==> config.mk <==
export PLATFORM = sky130hd
export DESIGN_NAME = fetch_unit
export DESIGN_NICKNAME = d
export VERILOG_FILES = /design/src/common/fetch_pkg.sv /design/src/verilog/fetch_pc_gen.sv /design/src/fetch/fetch_stage.sv /design/src/verilog/fetch_decode_reg.sv /design/src/verilog/fetch_unit.sv
export VERILOG_INCLUDE_DIRS = /design/src /design/src/common
export SDC_FILE = /design/constraint.sdc
export NUM_CORES = 1
export LEC_CHECK = 0
export BUFFER_PORTS_ARGS = -buffer_cell sky130_fd_sc_hd__buf_4
export CORE_MARGIN = 2
export CORE_UTILIZATION = 47
export CTS_CLUSTER_SIZE = 20
export DETAILED_ROUTE_END_ITERATION = 8
export PLACE_DENSITY = 0.77
export SLEW_MARGIN = 5
export SYNTH_ARGS = -nofsm -noshare
export SYNTH_HDL_FRONTEND = slang
export SYNTH_SLANG_ARGS = --single-unit
==> constraint.sdc <==
create_clock -name clk -period 7.95 [get_ports clk]
set_clock_uncertainty 0.15 [all_clocks]
set_input_delay 0 -clock clk [delete_from_list [all_inputs] [get_ports clk]]
set_output_delay 0 -clock clk [all_outputs]
set_load 0.005 [all_outputs]
==> src/common/fetch_consts.svh <==
//////////////////////////////////////////////////
// Constants for the instruction fetch front end
// Include where widths, NOP words, error tags or
// the reset vector are needed
//////////////////////////////////////////////////

`ifndef FETCH_CONSTS_SVH
`define FETCH_CONSTS_SVH

// Address and instruction width
`define FETCH_XLEN 32

// First fetch address out of reset
`define FETCH_RESET_PC 32'h0000_0100

//////////////////////////////////////////////////
// NOP encodings
//////////////////////////////////////////////////

// Squashed, flushed or stale slot
`define FETCH_NOP_BUBBLE 32'h1441_0000
// No response on the port
`define FETCH_NOP_EMPTY 32'h1461_0000

//////////////////////////////////////////////////
// Error tags from the instruction memory
//////////////////////////////////////////////////

`define FETCH_TAG_TE 4'hd
`define FETCH_TAG_PE 4'hc
`define FETCH_TAG_BE 4'hb

`endif

==> src/common/fetch_pkg.sv <==
//////////////////////////////////////////////////
// Shared types of the fetch front end
// Memory request and response, fetch slot,
// decode slot and the exception code
// Import with a wildcard in the module header
//////////////////////////////////////////////////

`default_nettype none

`include "fetch_consts.svh"

package fetch_pkg;

	// Request to the instruction memory, held as a level
	typedef struct packed {
		logic [`FETCH_XLEN-1:0] addr;
		// Echoed back by the memory
		logic                   epoch;
		logic                   valid;
	} fetch_req_t;

	// Response from the instruction memory
	typedef struct packed {
		logic [`FETCH_XLEN-1:0] dat;
		// Echo of the request
		logic [`FETCH_XLEN-1:0] addr;
		logic                   epoch;
		// One-cycle pulses
		logic                   ack;
		logic                   err;
		logic [3:0]             tag;
	} imem_rsp_t;

	// Fetch stage output
	typedef struct packed {
		logic [`FETCH_XLEN-1:0] insn;
		logic [`FETCH_XLEN-1:0] pc;
		logic                   tlb_miss;
		logic                   page_fault;
		logic                   bus_err;
	} fetch_slot_t;

	// Encoded fetch exception
	typedef enum logic [1:0] {
		EXC_NONE = 2'd0,
		EXC_ITLB = 2'd1,
		EXC_IMMU = 2'd2,
		EXC_IBUS = 2'd3
	} exc_code_t;

	// IF/ID register contents seen by decode
	typedef struct packed {
		logic                   valid;
		logic [`FETCH_XLEN-1:0] insn;
		logic [`FETCH_XLEN-1:0] pc;
		exc_code_t              exc;
	} dec_slot_t;

endpackage

`default_nettype wire

==> src/verilog/fetch_pc_gen.sv <==
//////////////////////////////////////////////////
// Program counter and fetch request generator
// Presents one request at a time to the memory
// Advances on an accepted response, holds on a
// refetch, redirects and toggles epoch on flush
//////////////////////////////////////////////////

`default_nettype none

`include "fetch_consts.svh"

module fetch_pc_gen
	import fetch_pkg::*;
(
	input  wire logic                   clk,
	input  wire logic                   rst_n_i,

	// From the fetch stage
	input  wire logic                   accept_i,
	input  wire logic                   refetch_i,

	// Pipeline redirect
	input  wire logic                   flush_i,
	input  wire logic [`FETCH_XLEN-1:0] flush_pc_i,

	// To the instruction memory
	output fetch_req_t                  req_o
);

	//////////////////////////////////////////////////
	// State
	//////////////////////////////////////////////////

	// Current fetch address, word aligned
	logic [`FETCH_XLEN-1:0] pc_q;
	// Flips on every redirect
	logic                   epoch_q;

	// Next sequential address
	logic [`FETCH_XLEN-1:0] pc_seq;
	// Redirect target with low bits cleared
	logic [`FETCH_XLEN-1:0] pc_tgt;

	assign pc_seq = pc_q + `FETCH_XLEN'd4;
	assign pc_tgt = {flush_pc_i[`FETCH_XLEN-1:2], 2'b00};

	//////////////////////////////////////////////////
	// PC and epoch update
	//////////////////////////////////////////////////

	always_ff @(posedge clk) begin
		if (!rst_n_i) begin
			pc_q    <= `FETCH_RESET_PC;
			epoch_q <= 1'b0;
		end else if (flush_i) begin
			// Redirect wins over any response this cycle
			pc_q    <= pc_tgt;
			// In-flight responses now carry the old epoch
			epoch_q <= ~epoch_q;
		end else if (refetch_i) begin
			// Response was discarded, ask for it again
			pc_q    <= pc_q;
		end else if (accept_i) begin
			pc_q    <= pc_seq;
		end
	end

	//////////////////////////////////////////////////
	// Request to memory
	//////////////////////////////////////////////////

	// Stable until the next advance or redirect
	assign req_o.addr  = pc_q;
	assign req_o.epoch = epoch_q;
	// One request is always outstanding
	assign req_o.valid = 1'b1;

endmodule

`default_nettype wire

==> src/fetch/fetch_stage.sv <==
//////////////////////////////////////////////////
// Instruction fetch stage
// Turns each memory response into an instruction,
// PC and exception flags for the IF/ID register
// Saves one response under freeze, drops stale
// epochs, requests a refetch when a saved entry
// is pending, and squashes to a bubble NOP
//////////////////////////////////////////////////

`default_nettype none

`include "fetch_consts.svh"

module fetch_stage
	import fetch_pkg::*;
(
	input  wire logic  clk,
	input  wire logic  rst_n_i,

	// Memory response and the epoch now requested
	input  imem_rsp_t  rsp_i,
	input  wire logic  cur_epoch_i,

	// Pipeline controls
	input  wire logic  freeze_i,
	input  wire logic  flush_i,
	input  wire logic  squash_i,

	// To the IF/ID register
	output fetch_slot_t slot_o,
	output logic       slot_live_o,

	// To the PC generator
	output logic       accept_o,
	output logic       refetch_o,
	output logic       stall_o
);

	//////////////////////////////////////////////////
	// Response qualification
	//////////////////////////////////////////////////

	logic rsp_hit;
	logic rsp_stale;
	logic rsp_fresh;
	logic save;

	// Decoded error flags of the live response
	logic tlb_miss;
	logic page_fault;
	logic bus_err;

	// Saved entry
	logic                   saved_q;
	logic [`FETCH_XLEN-1:0] insn_saved;
	logic [`FETCH_XLEN-1:0] pc_saved;
	logic [2:0]             err_saved;

	// Any response this cycle
	assign rsp_hit   = rsp_i.ack | rsp_i.err;
	// Issued before the last redirect
	assign rsp_stale = rsp_hit & (rsp_i.epoch != cur_epoch_i);
	assign rsp_fresh = rsp_hit & ~rsp_stale;

	// Only the first response under freeze is kept
	assign save = rsp_fresh & freeze_i & ~saved_q & ~flush_i;

	assign tlb_miss   = rsp_fresh & rsp_i.err & (rsp_i.tag == `FETCH_TAG_TE);
	assign page_fault = rsp_fresh & rsp_i.err & (rsp_i.tag == `FETCH_TAG_PE);
	assign bus_err    = rsp_fresh & rsp_i.err & (rsp_i.tag == `FETCH_TAG_BE);

	//////////////////////////////////////////////////
	// Saved entry
	//////////////////////////////////////////////////

	always_ff @(posedge clk) begin
		if (!rst_n_i) begin
			saved_q <= 1'b0;
		end else if (flush_i) begin
			saved_q <= 1'b0;
		end else if (save) begin
			saved_q <= 1'b1;
		end else if (!freeze_i) begin
			// Handed on in the first unfrozen cycle
			saved_q <= 1'b0;
		end
	end

	// Payload only, qualified by saved_q
	always_ff @(posedge clk) begin
		if (save) begin
			insn_saved <= rsp_i.err ? `FETCH_NOP_BUBBLE : rsp_i.dat;
			pc_saved   <= {rsp_i.addr[`FETCH_XLEN-1:2], 2'b00};
			err_saved  <= {bus_err, page_fault, tlb_miss};
		end
	end

	//////////////////////////////////////////////////
	// Slot output
	//////////////////////////////////////////////////

	always_comb begin
		// Instruction word, bubbles first
		if (squash_i) begin
			slot_o.insn = `FETCH_NOP_BUBBLE;
		end else if (saved_q) begin
			slot_o.insn = insn_saved;
		end else if (rsp_stale) begin
			slot_o.insn = `FETCH_NOP_BUBBLE;
		end else if (rsp_i.err) begin
			slot_o.insn = `FETCH_NOP_BUBBLE;
		end else if (rsp_i.ack) begin
			slot_o.insn = rsp_i.dat;
		end else begin
			slot_o.insn = `FETCH_NOP_EMPTY;
		end

		slot_o.pc = saved_q ? pc_saved : {rsp_i.addr[`FETCH_XLEN-1:2], 2'b00};

		// Squash also hides exceptions
		if (squash_i) begin
			slot_o.tlb_miss   = 1'b0;
			slot_o.page_fault = 1'b0;
			slot_o.bus_err    = 1'b0;
		end else if (saved_q) begin
			slot_o.tlb_miss   = err_saved[0];
			slot_o.page_fault = err_saved[1];
			slot_o.bus_err    = err_saved[2];
		end else begin
			slot_o.tlb_miss   = tlb_miss;
			slot_o.page_fault = page_fault;
			slot_o.bus_err    = bus_err;
		end
	end

	// Real instruction for decode
	assign slot_live_o = ~squash_i & (saved_q | rsp_fresh);

	//////////////////////////////////////////////////
	// Flow control
	//////////////////////////////////////////////////

	// Passed on, or captured under freeze
	assign accept_o  = rsp_fresh & ~saved_q;
	// Saved slot occupied, so this one is lost
	assign refetch_o = rsp_fresh & saved_q;
	// Nothing to hand on
	assign stall_o   = ~rsp_hit & ~saved_q;

endmodule

`default_nettype wire

==> src/verilog/fetch_decode_reg.sv <==
//////////////////////////////////////////////////
// IF/ID pipeline register
// Loads the fetch slot on every unfrozen cycle,
// holds under freeze and bubbles on flush
// Encodes the fetch exception flags by priority
//////////////////////////////////////////////////

`default_nettype none

`include "fetch_consts.svh"

module fetch_decode_reg
	import fetch_pkg::*;
(
	input  wire logic  clk,
	input  wire logic  rst_n_i,

	// From the fetch stage
	input  fetch_slot_t slot_i,
	input  wire logic  slot_live_i,

	// Pipeline controls
	input  wire logic  freeze_i,
	input  wire logic  flush_i,

	// To decode
	output dec_slot_t  dec_o
);

	logic                   valid_q;
	logic [`FETCH_XLEN-1:0] insn_q;
	logic [`FETCH_XLEN-1:0] pc_q;
	exc_code_t              exc_q;
	exc_code_t              exc_next;

	// TLB miss above page fault above bus error
	always_comb begin
		if (slot_i.tlb_miss) begin
			exc_next = EXC_ITLB;
		end else if (slot_i.page_fault) begin
			exc_next = EXC_IMMU;
		end else if (slot_i.bus_err) begin
			exc_next = EXC_IBUS;
		end else begin
			exc_next = EXC_NONE;
		end
	end

	//////////////////////////////////////////////////
	// Register update
	//////////////////////////////////////////////////

	always_ff @(posedge clk) begin
		if (!rst_n_i) begin
			valid_q <= 1'b0;
		end else if (flush_i) begin
			valid_q <= 1'b0;
		end else if (!freeze_i) begin
			valid_q <= slot_live_i;
		end
	end

	// Payload follows valid, no reset
	always_ff @(posedge clk) begin
		if (flush_i) begin
			insn_q <= `FETCH_NOP_BUBBLE;
			exc_q  <= EXC_NONE;
		end else if (!freeze_i) begin
			insn_q <= slot_i.insn;
			pc_q   <= slot_i.pc;
			exc_q  <= exc_next;
		end
	end

	assign dec_o.valid = valid_q;
	assign dec_o.insn  = insn_q;
	assign dec_o.pc    = pc_q;
	assign dec_o.exc   = exc_q;

endmodule

`default_nettype wire

==> src/verilog/fetch_unit.sv <==
//////////////////////////////////////////////////
// Instruction fetch front end, top level
// PC generator drives the memory request, the
// fetch stage qualifies responses, and the IF/ID
// register presents them to decode
//////////////////////////////////////////////////

`default_nettype none

`include "fetch_consts.svh"

module fetch_unit
	import fetch_pkg::*;
(
	input  wire logic                   clk,
	input  wire logic                   rst_n_i,

	// Instruction memory port
	output fetch_req_t                  imem_req_o,
	input  imem_rsp_t                   imem_rsp_i,

	// Pipeline controls
	input  wire logic                   freeze_i,
	input  wire logic                   flush_i,
	input  wire logic                   squash_i,
	input  wire logic [`FETCH_XLEN-1:0] flush_pc_i,

	// To decode
	output dec_slot_t                   dec_o,
	output logic                        stall_o
);

	// Fetch stage to IF/ID
	fetch_slot_t slot;
	logic        slot_live;

	// Fetch stage to PC generator
	logic        accept;
	logic        refetch;

	//////////////////////////////////////////////////
	// Request side
	//////////////////////////////////////////////////

	fetch_pc_gen u_pc_gen (
		.clk        (clk),
		.rst_n_i    (rst_n_i),
		.accept_i   (accept),
		.refetch_i  (refetch),
		.flush_i    (flush_i),
		.flush_pc_i (flush_pc_i),
		.req_o      (imem_req_o)
	);

	//////////////////////////////////////////////////
	// Response processing
	//////////////////////////////////////////////////

	// Epoch of the live request decides staleness
	fetch_stage u_stage (
		.clk         (clk),
		.rst_n_i     (rst_n_i),
		.rsp_i       (imem_rsp_i),
		.cur_epoch_i (imem_req_o.epoch),
		.freeze_i    (freeze_i),
		.flush_i     (flush_i),
		.squash_i    (squash_i),
		.slot_o      (slot),
		.slot_live_o (slot_live),
		.accept_o    (accept),
		.refetch_o   (refetch),
		.stall_o     (stall_o)
	);

	// IF/ID register
	fetch_decode_reg u_dec_reg (
		.clk         (clk),
		.rst_n_i     (rst_n_i),
		.slot_i      (slot),
		.slot_live_i (slot_live),
		.freeze_i    (freeze_i),
		.flush_i     (flush_i),
		.dec_o       (dec_o)
	);

endmodule

`default_nettype wire

== Word level (Yosys, flattened, before mapping) ==
Cells that the tools add are included.
Widths: inputs -> output; s select.
Word-level totals
  flip-flop bits (word level): 164
  output and inout port bits: 102
  logic and storage cells: 63
Operators by class
  $add $sub $neg: 1
  equal/unequal tests: 6
  mux-type cells: 16
  bitwise logic cells: 24
  reductions and logical operators: 5
Operators with widths (count)
  $mux 32: 9
  $add 32x3->32 const B: 1
  $and 1x1->1: 13
  $eq 4x4->1 const B: 3
  $not 1->1: 9
  $mux 2: 3
  $mux 3: 2
  $reduce_and 2->1: 3
  $mux 1: 2
  $ne 2x1->1 const B: 1
  $ne 2x2->1 const B: 1
  $or 1x1->1: 2
  $reduce_bool 2->1: 1
  $reduce_or 2->1: 1
  $ne 1x1->1: 1

== Depth between registers and ports, before layout ==
Gate-level depths: netlist of the first run.
  word-level depth: 11
  mapped depth: 7

== Modules after synthesis ==
A second synthesis of the first run with hierarchy kept.
Second synthesis, totals
  cell total of the unflattened synthesis: 634
  area total of the unflattened synthesis: 7462.2 sq um
Modules (own cells, without submodules)
  fetch_stage: times used 1, cells each 252, area each 3296.9 sq um, seq. area each 1971.9 sq um
  fetch_decode_reg: times used 1, cells each 150, area each 2270.9 sq um, seq. area each 1661.6 sq um
  fetch_pc_gen: times used 1, cells each 232, area each 1894.3 sq um, seq. area each 620.6 sq um

== Least setup slack after synthesis of the first run ==
Ideal clock, no wire load.
  path type: register -> register
  start: reg u_pc_gen.epoch_q
  end: reg u_stage.err_saved[0], enable pin
  setup time: 0.648 ns
  arrival: 6.847 ns
  data required time: 7.152 ns
  slack: 0.304 ns
  stages on the path, launching flop included: 3
  path buffers: 0
  clock period less this slack: 7.646 ns
  cells stage by stage: dfxtp_1 xor2_2 nor4_1
On the way
  word-level cells in the longest chain between the ends: 7
Ends and longest elaborated chain
  from (decl): RTL line fetch_pc_gen.sv:37  | logic epoch_q;
  from (signal assigned): RTL line fetch_pc_gen.sv:59  | epoch_q <= ~epoch_q;
  $ne 1x1->1: RTL line fetch_stage.sv:62  | assign rsp_stale = rsp_hit & (rsp_i.epoch != cur_epoch_i);
  $and 1x1->1: RTL line fetch_stage.sv:62
  $not 1->1: RTL line fetch_stage.sv:63  | assign rsp_fresh = rsp_hit & ~rsp_stale;
  $and 1x1->1: RTL line fetch_stage.sv:63
  $and 1x1->1 (3 in series): RTL line fetch_stage.sv:66  | assign save = rsp_fresh & freeze_i & ~saved_q & ~flush_i;
  via u_stage.save: RTL line fetch_stage.sv:46  | logic save;
  to (signal assigned): RTL line fetch_stage.sv:94  | err_saved <= {bus_err, page_fault, tlb_miss};
  to (decl): RTL line fetch_stage.sv:57  | logic [2:0] err_saved;
The timed path passes the listed nets, and every way through them passes these cells.
A chain may end at the register's enable or synchronous reset.

== Worst setup path after layout of the first run ==
  start: reg u_pc_gen.pc_q[2]
  end: reg u_pc_gen.pc_q[12]
On the way
  word-level cells in the longest chain between the ends: 4
Ends and longest elaborated chain
  from (decl): RTL line fetch_pc_gen.sv:35  | logic [`FETCH_XLEN-1:0] pc_q;
  from (signal assigned): RTL line fetch_pc_gen.sv:53  | pc_q <= `FETCH_RESET_PC;
  from (signal assigned): RTL line fetch_pc_gen.sv:57  | pc_q <= pc_tgt;
  from (signal assigned): RTL line fetch_pc_gen.sv:62  | pc_q <= pc_q;
  $add 32x3->32: RTL line fetch_pc_gen.sv:44  | assign pc_seq = pc_q + `FETCH_XLEN'd4;
  $mux 32: RTL line fetch_pc_gen.sv:63  | end else if (accept_i) begin
  $mux 32: RTL line fetch_pc_gen.sv:60  | end else if (refetch_i) begin
  $mux 32: RTL line fetch_pc_gen.sv:55  | end else if (flush_i) begin
No other way between the ends. The select of a mux whose other input is x is not followed.

==> out/results.md, run 1 <==
• status: finished clean
• pre-CTS setup slack: 5.38 ns
• area of the multi-input gates: 2560 sq um
• average vias per placed instance: 5.44
• # resized after CTS: 0
• maximum resistive drop on vdd: 141 uV
• clock input transition at the sequential cells of the worst setup and hold paths: 0.07 ns
• largest net degree at the start of global routing: 66
• category of the worst setup path capture point: register
• first-pass GRT wire length: 32.8 mm
• total count of hold-check failures in the final report: 0
• peak per-stage delay on the critical path: 0.82 ns
• Die Width: 126 um
• warnings from Yosys: 0
• DP Area: 8550 sq um
• classification of the worst-slack hold path: input port to register
• combined global-route utilization of all metal layers: 0.263
• TritonCTS clock tree: yes
• worst hold path depth: 2
• average cell area after synthesis: 11.0 sq um
• Sequential cell area: 4200 sq um
• CTS sink count: 162
• # Post-CTS Setup Buffers: 0
• share of the core filled with cells: 0.733
• height of the die: 126 um
• maximum clock rate: 320 MHz
• post-route cell area: 10600 sq um
• Total Negative Setup Slacks: 0 ns
• Hold Buf Count CTS: 147
• max_cap viols: 0
• io pins: 210
• Cells after Synth: 634
• final period utilization: 0.393
• number of slew-limit violations in the final report: 0
• number of global-route vias before repair: 6594
• slew at the pin closest to its max-slew limit: 1.24 ns
• slack of the critical path: 4.83 ns
• clock latency on the worst-skew pair: 0.43 ns
• final global-route overflow total: 0
• flops & latches, synth: 162
• ANT cells: 0
• Final HPWL DP: 12.0 mm
• maximum fanout along the worst path: 5
• RSZ-0062 raised after global routing: no
• DRC marker count from the first detailed-route iteration: 611
• cts bufs inserted: 17
• number of enable flip-flop cells after synthesis: 95
• normalized max-slew margin: 0.170
• flip-flop cell with the highest count after synthesis: sky130_fd_sc_hd__edfxtp_1
• via count: 6310
• Critical Path AT: 3.28 ns
• effective utilization at floorplan: 0.480
• average detailed-routed wire length per instance: 17.9 um
• placeable core area: 14500 sq um
• IO buf count: 200
• crit path time final: 3.12 ns
• area enclosed by the die boundary: 15800 sq um
• critical path start-end classification: register to register
• reg2reg setup slack: 4.83 ns
• proportion of synthesized chip area in sequential cells: 0.604
• pwr dens: 192 nW/um^2
• critical path, cell by cell: ha_1 > nand4b_1 > nor4_1 > nand3_1 > xnor2_1 > o211a_1 > dlygate4sd3_1
• number of levels the H-tree was split into: 4
• number of nets still failing antenna checks after routing: 0
• type of origin of the critical path: register
• first-pass detailed-route iteration total: 5
• final number of setup-violating endpoints: 0
• number of DRC violations after detailed routing: 0
• layout net count: 1071
• number of distinct library cells after synthesis: 47
• leakage power total: 4.08 nW
• FILL cells: 924
• layout cells sized above 1: 0.286
• DRT Wirelength: 20.8 mm
• maximum root-to-sink buffer count: 2
• power after layout: 2.04 mW
• share of flip-flops with an asynchronous set or reset: 0
• Layout Area Growth over Synthesis: 52.8%
• root buffer cell: sky130_fd_sc_hd__clkbuf_16
• Synth Cell Area: 6950 sq um
• logic depth of the worst register-to-register path: 7
• worst-path cell with the longest stage delay: sky130_fd_sc_hd__nor4_1
• data required time at the worst endpoint: 8.11 ns
• global placement routability congestion: 0.880
• count of standard-cell rows: 44
• initial antenna violation count: 0
==> area by class of cell <==
| class | count | area share |
|---|---|---|
| clock buffer | 18 | 0.0404 |
| clock inverter | 14 | 0.0156 |
| inverter | 5 | 0.00177 |
| multi-input combinational | 424 | 0.242 |
| sequential | 162 | 0.395 |
| tap | 184 | 0.0217 |
| timing repair buffer | 352 | 0.284 |
==> cells in the mapped netlist (2+ instances only) <==
library cell | count | area (sq um)
sky130_fd_sc_hd__mux2_1 | 2 | 22.5
sky130_fd_sc_hd__clkbuf_1 | 32 | 120
sky130_fd_sc_hd__buf_1 | 7 | 26.3
sky130_fd_sc_hd__nand3_1 | 37 | 185
sky130_fd_sc_hd__and3_1 | 5 | 31.3
sky130_fd_sc_hd__a32o_1 | 2 | 20.0
sky130_fd_sc_hd__nor2b_1 | 32 | 200
sky130_fd_sc_hd__a31oi_1 | 2 | 12.5
sky130_fd_sc_hd__nand2b_1 | 3 | 18.8
sky130_fd_sc_hd__and4_1 | 2 | 17.5
sky130_fd_sc_hd__mux2_2 | 30 | 338
sky130_fd_sc_hd__inv_1 | 4 | 15.0
sky130_fd_sc_hd__mux2i_1 | 2 | 20.0
sky130_fd_sc_hd__nor4_1 | 10 | 62.6
sky130_fd_sc_hd__o31ai_1 | 2 | 15.0
sky130_fd_sc_hd__o22ai_1 | 5 | 31.3
sky130_fd_sc_hd__o21ai_0 | 27 | 135
sky130_fd_sc_hd__buf_4 | 7 | 52.6
sky130_fd_sc_hd__a21oi_1 | 74 | 370
sky130_fd_sc_hd__and2_1 | 3 | 18.8
sky130_fd_sc_hd__xnor2_1 | 12 | 105
sky130_fd_sc_hd__nand3b_1 | 2 | 15.0
sky130_fd_sc_hd__or4_1 | 2 | 15.0
sky130_fd_sc_hd__or2_2 | 6 | 37.5
sky130_fd_sc_hd__nor3_1 | 9 | 45.0
sky130_fd_sc_hd__o211a_1 | 5 | 50.1
sky130_fd_sc_hd__o22a_1 | 4 | 35.0
sky130_fd_sc_hd__nor2_1 | 43 | 161
sky130_fd_sc_hd__dfxtp_1 | 67 | 1340
sky130_fd_sc_hd__nand4_1 | 17 | 106
sky130_fd_sc_hd__edfxtp_1 | 95 | 2850
sky130_fd_sc_hd__xor2_1 | 16 | 140
sky130_fd_sc_hd__nand2_1 | 53 | 199
sky130_fd_sc_hd__conb_1 | 2 | 7.51
==> path summary, 6_finish.rpt <==
kind | startpoint | end
setup / recovery | u_pc_gen.pc_q[2] | u_pc_gen.pc_q[12]
hold / removal | imem_rsp_i[4] | u_stage.insn_saved[1]
setup reg to reg | u_pc_gen.pc_q[2] | u_pc_gen.pc_q[12]
hold reg to reg | u_dec_reg.exc_q[1] | u_dec_reg.exc_q[1]
==> per-layer routing <==
layer  wire length (um)  track usage  up-vias
met5                  0            0        -
met4                641        0.110        0
met3               1640       0.0804       58
met2              10500        0.460      307
met1               8000        0.298     3006
li1                   -            -     2939
==> power breakdown <==
group          total, mW  leakage [nW]  switching (mW)  internal [mW]
combinational      0.263          2.36           0.118          0.146
sequential         0.953          1.43          0.0267          0.926
clock              0.820         0.281           0.328          0.492
==> kinds of logic after synthesis <==
group | Yosys count | share of synthesized area
simple gates | 230 | 0.169
flops | 162 | 0.604
compound gates | 125 | 0.101
buf+inv | 51 | 0.0313
mux | 34 | 0.0548
xor+xnor | 29 | 0.0377
other cells | 2 | 0.00108
fa+ha+maj | 1 | 0.00180
==> sequential cells by signal, indices dropped and copies added, names as in the netlist <==
name and count:
u_stage.saved_q 1, u_stage.pc_saved 30, u_pc_gen.pc_q 30, u_dec_reg.insn_q 32, u_stage.err_saved 3, u_stage.insn_saved 32
u_pc_gen.epoch_q 1, u_dec_reg.valid_q 1, u_dec_reg.pc_q 30, u_dec_reg.exc_q 2
==> cells in the final DEF, fill, tap and decap left out, drive strengths merged, types with 4 or more instances in the layout <==
master | netlist | final
inv | 4 | 5
nor2b | 32 | 32
nand2 | 53 | 53
o22a | 4 | 4
o22ai | 5 | 5
conb | 2 | 5
xor2 | 17 | 17
dfxtp | 67 | 67
nand3 | 37 | 37
or2 | 6 | 6
a21oi | 74 | 74
clkinv | 1 | 8
o21ai | 27 | 27
o211a | 5 | 5
nand4 | 17 | 17
buf | 14 | 205
xnor2 | 12 | 12
dlygate4sd3 | 0 | 147
mux2 | 32 | 32
nor4 | 11 | 11
and3 | 5 | 5
nor2 | 44 | 44
clkbuf | 32 | 18
edfxtp | 95 | 95
nor3 | 10 | 10
==> stage by stage <==
step / hold slack (ns) / instances
6_report: 0.0182 / 1159
5_1_grt: 0.0267 / 1159
4_1_cts: 0.000166 / 1159
3_5_place_dp: 0.0387 / 980
3_3_place_gp: 0.0380 / 980
2_1_floorplan: -0.116 / 637
==> critical path, delay by kind of cell, from the launching register on <==
kind / cells / cell delay [ns]
XOR/XNOR: 1 / 0.18
buffers and inverters: 1 / 0.54
flip-flops: 1 / 0.44
adder cells (fa/ha/maj): 1 / 0.24
AO/OA/AOI/OAI: 1 / 0.20
AND/OR/NAND/NOR: 3 / 1.25
No activity file was read; power rests on OpenSTA's default activity.
==> run 2, diff against run 1 <==
==> constraint.sdc (replaced) <==
create_clock -name clk -period 2.78 [get_ports clk]
set_clock_uncertainty 0.15 [all_clocks]
set_input_delay 0 -clock clk [delete_from_list [all_inputs] [get_ports clk]]
set_output_delay 0 -clock clk [all_outputs]
set_load 0.005 [all_outputs]
==> out/results.md, run 2 (synthesis results as in run 1) <==
• peak per-stage delay on the critical path: 0.62 ns
• layout net count: 1080
• Hold Buf Count CTS: 153
• post-route cell area: 10700 sq um
• # Post-CTS Setup Buffers: 0
• Critical Path AT: 2.79 ns
• via count: 6329
• status: finished clean
• DP Area: 8600 sq um
• hold path startpoint: imem_rsp_i[4]
• CTS sink count: 162
• most common library cell in the layout ignoring fill and taps: sky130_fd_sc_hd__buf_4
• number of cells in the design after placement: 983
• RSZ-0062 raised after global routing: no
• critical path, cell by cell: dlygate4sd3_1 > buf_4 > clkinv_1 > buf_4 > o21ai_0 > dlygate4sd3_1 > a21oi_1
• maximum root-to-sink buffer count: 2
• first-pass GRT wire length: 33.1 mm
• commonest cells after routing, fill and taps aside: sky130_fd_sc_hd__buf_4, sky130_fd_sc_hd__dlygate4sd3_1, sky130_fd_sc_hd__edfxtp_1
• final period utilization: 0.950
• Layout Area Growth over Synthesis: 54.4%
• maximum clock rate: 378 MHz
• first-pass detailed-route iteration total: 5
• type of origin of the critical path: input port
• layout cells sized above 1: 0.290
• share of total power consumed by net switching: 0.242
• data required time at the worst endpoint: 2.92 ns
• worst hold margin: 0.0105 ns
• clock latency on the worst-skew pair: 0.43 ns
• normalized max-slew margin: 0.447
• count of standard-cell rows: 44
• number of DRC violations after detailed routing: 0
• placeable core area: 14500 sq um
• height of the die: 126 um
• combinational fraction of design power: 0.133
• final number of setup-violating endpoints: 0
• Total Negative Setup Slacks: 0 ns
• pwr dens: 541 nW/um^2
• area enclosed by the die boundary: 15800 sq um
• Largest delay share family, worst path: buffers and inverters
• average detailed-routed wire length per instance: 18.1 um
• global placement routability congestion: 0.874
• classification of the worst-slack hold path: input port to register
• clock input transition at the sequential cells of the worst setup and hold paths: 0.06 ns
• number of nets still failing antenna checks after routing: 0
• number of levels the H-tree was split into: 4
• biggest registers after layout: u_dec_reg.insn_q x32, u_stage.insn_saved x32
• worst-path cell with the longest stage delay: sky130_fd_sc_hd__dlygate4sd3_1
• DRC marker count from the first detailed-route iteration: 461
• TritonCTS clock tree: yes
• io pins: 210
• initial antenna violation count: 1
• startpoint of the worst register-to-register path: u_pc_gen.pc_q[2]
• share of total power in sequential cells: 0.469
• final cell count without fillers: 1169
• final global-route overflow total: 0
• reg2reg end: u_pc_gen.pc_q[12]
• number of global-route vias before repair: 6575
• logic depth of the worst register-to-register path: 8
• average vias per placed instance: 5.41
• total count of hold-check failures in the final report: 0
• maximum fanout along the worst path: 48
• critical path start-end classification: input port to register
• net load switching power: 1.40 mW
• maximum resistive drop on vdd: 390 uV
• slew at the pin closest to its max-slew limit: 0.829 ns
• buffers and inverters on the worst path: 5
• Clock power frac: 0.398
• combined global-route utilization of all metal layers: 0.267
• # resized after CTS: 0
• cts bufs inserted: 17
• largest net degree at the start of global routing: 69
• Final HPWL DP: 12.2 mm
• Die Width: 126 um
• reg2reg setup slack: 0.21 ns
• worst hold path depth: 2
• DRT Wirelength: 21.1 mm
• number of slew-limit violations in the final report: 0
• root buffer cell: sky130_fd_sc_hd__clkbuf_16
• IO buf count: 200
• leakage power total: 4.12 nW
• internal power of the cells: 4.40 mW
• category of the worst setup path capture point: register
• max_cap viols: 0
• effective utilization at floorplan: 0.480
• endpoint with the worst hold slack: u_stage.insn_saved[9]
• crit path time final: 2.64 ns
[run 2: area by class of cell]
cell class / count / area (sq um)
antenna: 1 / 2.50
sequential: 162 / 4200
timing repair buffer: 361 / 3110
clock inverter: 15 / 158
tap: 184 / 230
inverter: 5 / 18.8
fill: 881 / 3760
multi-input combinational: 424 / 2580
clock buffer: 17 / 425
[run 2: worst max path at each step]
stage,start,to,slack [ns],cells past startpoint
after global routing,flush_i,u_pc_gen.pc_q[11],0.003,7
after global placement,imem_rsp_i[4],u_pc_gen.pc_q[22],0.61,6
after CTS,u_pc_gen.pc_q[2],u_pc_gen.pc_q[12],0.24,8
after detailed placement,u_pc_gen.pc_q[10],u_pc_gen.pc_q[24],0.58,5
after floorplan,u_pc_gen.epoch_q,u_stage.err_saved[0],-0.54,2
final,flush_i,u_pc_gen.pc_q[11],0.14,7
[run 2: power by group through the flow]
stage	Sequential (mW)	Combinational, mW	Clock, mW
4_1_cts	2.72	0.755	2.34
3_5_place_dp	2.77	0.576	0
6_report	2.72	0.774	2.31
2_1_floorplan	2.76	0.283	0
3_3_place_gp	2.76	0.560	0
5_1_grt	2.73	0.833	2.43
[run 2: layer usage]
layer  global-route usage  up-vias  routed length (um)
li1                     -     2960                   -
met1                0.303     2996                8060
met2                0.471      322               10800
met3               0.0749       51                1740
met4                0.111        0                 546
met5                    0        -                   0
[run 2: metrics by stage]
step | setup slack [ns] | power, mW | utilization
5_1_grt | 0.00287 | 5.99 | 0.740
2_1_floorplan | -0.543 | 3.04 | -
6_report | 0.138 | 5.80 | 0.740
3_3_place_gp | 0.613 | 3.32 | 0.594
4_1_cts | 0.239 | 5.81 | 0.740
3_5_place_dp | 0.584 | 3.34 | 0.594
==> run 3, diff against run 2 <==
--- a/config.mk
+++ b/config.mk
@@ -8,10 +8,10 @@
 export LEC_CHECK = 0
 export BUFFER_PORTS_ARGS = -buffer_cell sky130_fd_sc_hd__buf_4
 export CORE_MARGIN = 2
-export CORE_UTILIZATION = 47
+export CORE_UTILIZATION = 50
 export CTS_CLUSTER_SIZE = 20
 export DETAILED_ROUTE_END_ITERATION = 8
-export PLACE_DENSITY = 0.77
+export PLACE_DENSITY = 0.78
 export SLEW_MARGIN = 5
 export SYNTH_ARGS = -nofsm -noshare
 export SYNTH_HDL_FRONTEND = slang
==> constraint.sdc (replaced) <==
create_clock -name clk -period 3.06 [get_ports clk]
set_clock_uncertainty 0.15 [all_clocks]
set_input_delay 0 -clock clk [delete_from_list [all_inputs] [get_ports clk]]
set_output_delay 0 -clock clk [all_outputs]
set_load 0.005 [all_outputs]
==> out/results.md, run 3 (synthesis results as in run 1) <==
• height of the die: 122 um
• normalized max-slew margin: 0.473
• initial antenna violation count: 0
• power after layout: 5.29 mW
• number of nets still failing antenna checks after routing: 0
• number of levels the H-tree was split into: 4
• TritonCTS clock tree: yes
• average vias per placed instance: 5.44
• CTS sink count: 162
• slew at the pin closest to its max-slew limit: 0.790 ns
• DRT Wirelength: 21.1 mm
• via count: 6347
• DRC marker count from the first detailed-route iteration: 518
• largest net degree at the start of global routing: 66
• number of slew-limit violations in the final report: 0
• commonest cells after routing, fill and taps aside: sky130_fd_sc_hd__buf_4, sky130_fd_sc_hd__dlygate4sd3_1, sky130_fd_sc_hd__edfxtp_1
• clock latency on the worst-skew pair: 0.43 ns
• pwr dens: 492 nW/um^2
• worst hold margin: 0.00585 ns
• root buffer cell: sky130_fd_sc_hd__clkbuf_16
• Critical Path Most Common Cell: sky130_fd_sc_hd__nand4_1
• worst-path cell with the longest stage delay: sky130_fd_sc_hd__nor4_1
• placeable core area: 13700 sq um
• ANT cells: 0
• global placement routability congestion: 0.856
• layout net count: 1083
• data required time at the worst endpoint: 3.22 ns
• area enclosed by the die boundary: 14800 sq um
• io pins: 210
• maximum fanout along the worst path: 6
• clock input transition at the sequential cells of the worst setup and hold paths: 0.07 ns
• cts bufs inserted: 17
• FILL cells: 821
• IO buf count: 200
• Largest delay share family, worst path: simple AND/OR/NAND/NOR gates
• number of DRC violations after detailed routing: 0
• peak per-stage delay on the critical path: 0.68 ns
• category of the worst setup path capture point: register
• Critical Path AT: 3.01 ns
• maximum root-to-sink buffer count: 2
• average detailed-routed wire length per instance: 18.0 um
• pre-CTS setup slack: 0.811 ns
• total count of hold-check failures in the final report: 0
• biggest registers after layout: u_dec_reg.insn_q x32, u_stage.insn_saved x32
• # resized after CTS: 0
• maximum resistive drop on vdd: 338 uV
• classification of the worst-slack hold path: input port to register
• first-pass GRT wire length: 31.9 mm
• critical path, cell by cell: nand4_1 > nor4_1 > nand4_1 > xnor2_1 > a32o_1 > dlygate4sd3_1
• most common library cell in the layout ignoring fill and taps: sky130_fd_sc_hd__buf_4
• final number of setup-violating endpoints: 0
• Layout Area Growth over Synthesis: 54.7%
• max_cap viols: 0
• status: finished clean
• leakage power total: 4.14 nW
• number of global-route vias before repair: 6443
• crit path time final: 2.85 ns
• combined global-route utilization of all metal layers: 0.278
• count of standard-cell rows: 43
• final global-route overflow total: 0
• Die Width: 122 um
• first-pass detailed-route iteration total: 5
• buffers and inverters on the worst path: 1
• effective utilization at floorplan: 0.506
• critical path start-end classification: register to register
• type of origin of the critical path: register
• Final HPWL DP: 11.8 mm
• RSZ-0062 raised after global routing: no
• final period utilization: 0.932
• slack of the critical path: 0.207 ns
• maximum clock rate: 351 MHz
• layout cells sized above 1: 0.288
-- run 3: cell count changes in the layout (fill, tap and decap cells not counted) --
cell                            previous run  this run
sky130_fd_sc_hd__clkinvlp_4                6         5
sky130_fd_sc_hd__clkinv_2                  1         0
sky130_fd_sc_hd__diode_2                   1         0
sky130_fd_sc_hd__dlygate4sd3_1           153       156
sky130_fd_sc_hd__clkinv_4                  1         2
sky130_fd_sc_hd__clkinv_1                  2         3
-- run 3: path summary, 6_finish.rpt --
| path | cells after the start | slack, ns | to | from |
|---|---|---|---|---|
| setup / recovery | 6 | 0.21 | u_pc_gen.pc_q[31] | u_pc_gen.pc_q[6] |
| hold / removal | 2 | 0.006 | u_stage.insn_saved[15] | imem_rsp_i[4] |
| setup reg to reg | 6 | 0.21 | u_pc_gen.pc_q[31] | u_pc_gen.pc_q[6] |
| hold reg to reg | 2 | 0.34 | u_dec_reg.insn_q[26] | u_dec_reg.insn_q[26] |
-- run 3: area by class of cell --
cell class	count	area (sq um)	area share
clock buffers	17	425	0.0396
clock inverters	15	158	0.0147
inverters	5	18.8	0.00175
multi-input cells	424	2580	0.241
flip-flops and latches	162	4200	0.391
well taps	180	225	0.0210
repair buffers	364	3140	0.292
-- run 3: worst reg2reg max path, cell delays in order, from the launching register on --
cell and delay (ns):
sky130_fd_sc_hd__dfxtp_1 0.44, sky130_fd_sc_hd__nand4_1 0.21, sky130_fd_sc_hd__nor4_1 0.68, sky130_fd_sc_hd__nand4_1 0.26, sky130_fd_sc_hd__xnor2_1 0.19, sky130_fd_sc_hd__a32o_1 0.25, sky130_fd_sc_hd__dlygate4sd3_1 0.56
-- run 3: power by group --
group	switching, mW	internal (mW)	leakage [nW]
clock	0.904	1.21	0.268
sequential	0.0640	2.40	1.43
combinational	0.318	0.392	2.43
-- run 3: per-layer routing --
metal,part of all wire,global-route usage
met2,0.51,0.491
met1,0.39,0.314
met5,0,0
met4,0.032,0.136
met3,0.066,0.0679
-- run 3: repair_timing --
item | 4_1_cts | 5_1_grt
hold buffers | 156 | 0
endpoints found under the hold margin | 162 | 0
setup buffers | 0 | 0
-- run 3: per-stage QoR --
step / instances / instance area (sq um) / util / TNS, ns
after CTS: 1167 / 10700 / 0.783 / 0
after global placement: 979 / 8600 / 0.627 / 0
final: 1167 / 10700 / 0.783 / 0
after detailed placement: 979 / 8600 / 0.627 / 0
after global routing: 1167 / 10700 / 0.783 / 0
after floorplan: 637 / 6980 / - / -17.08
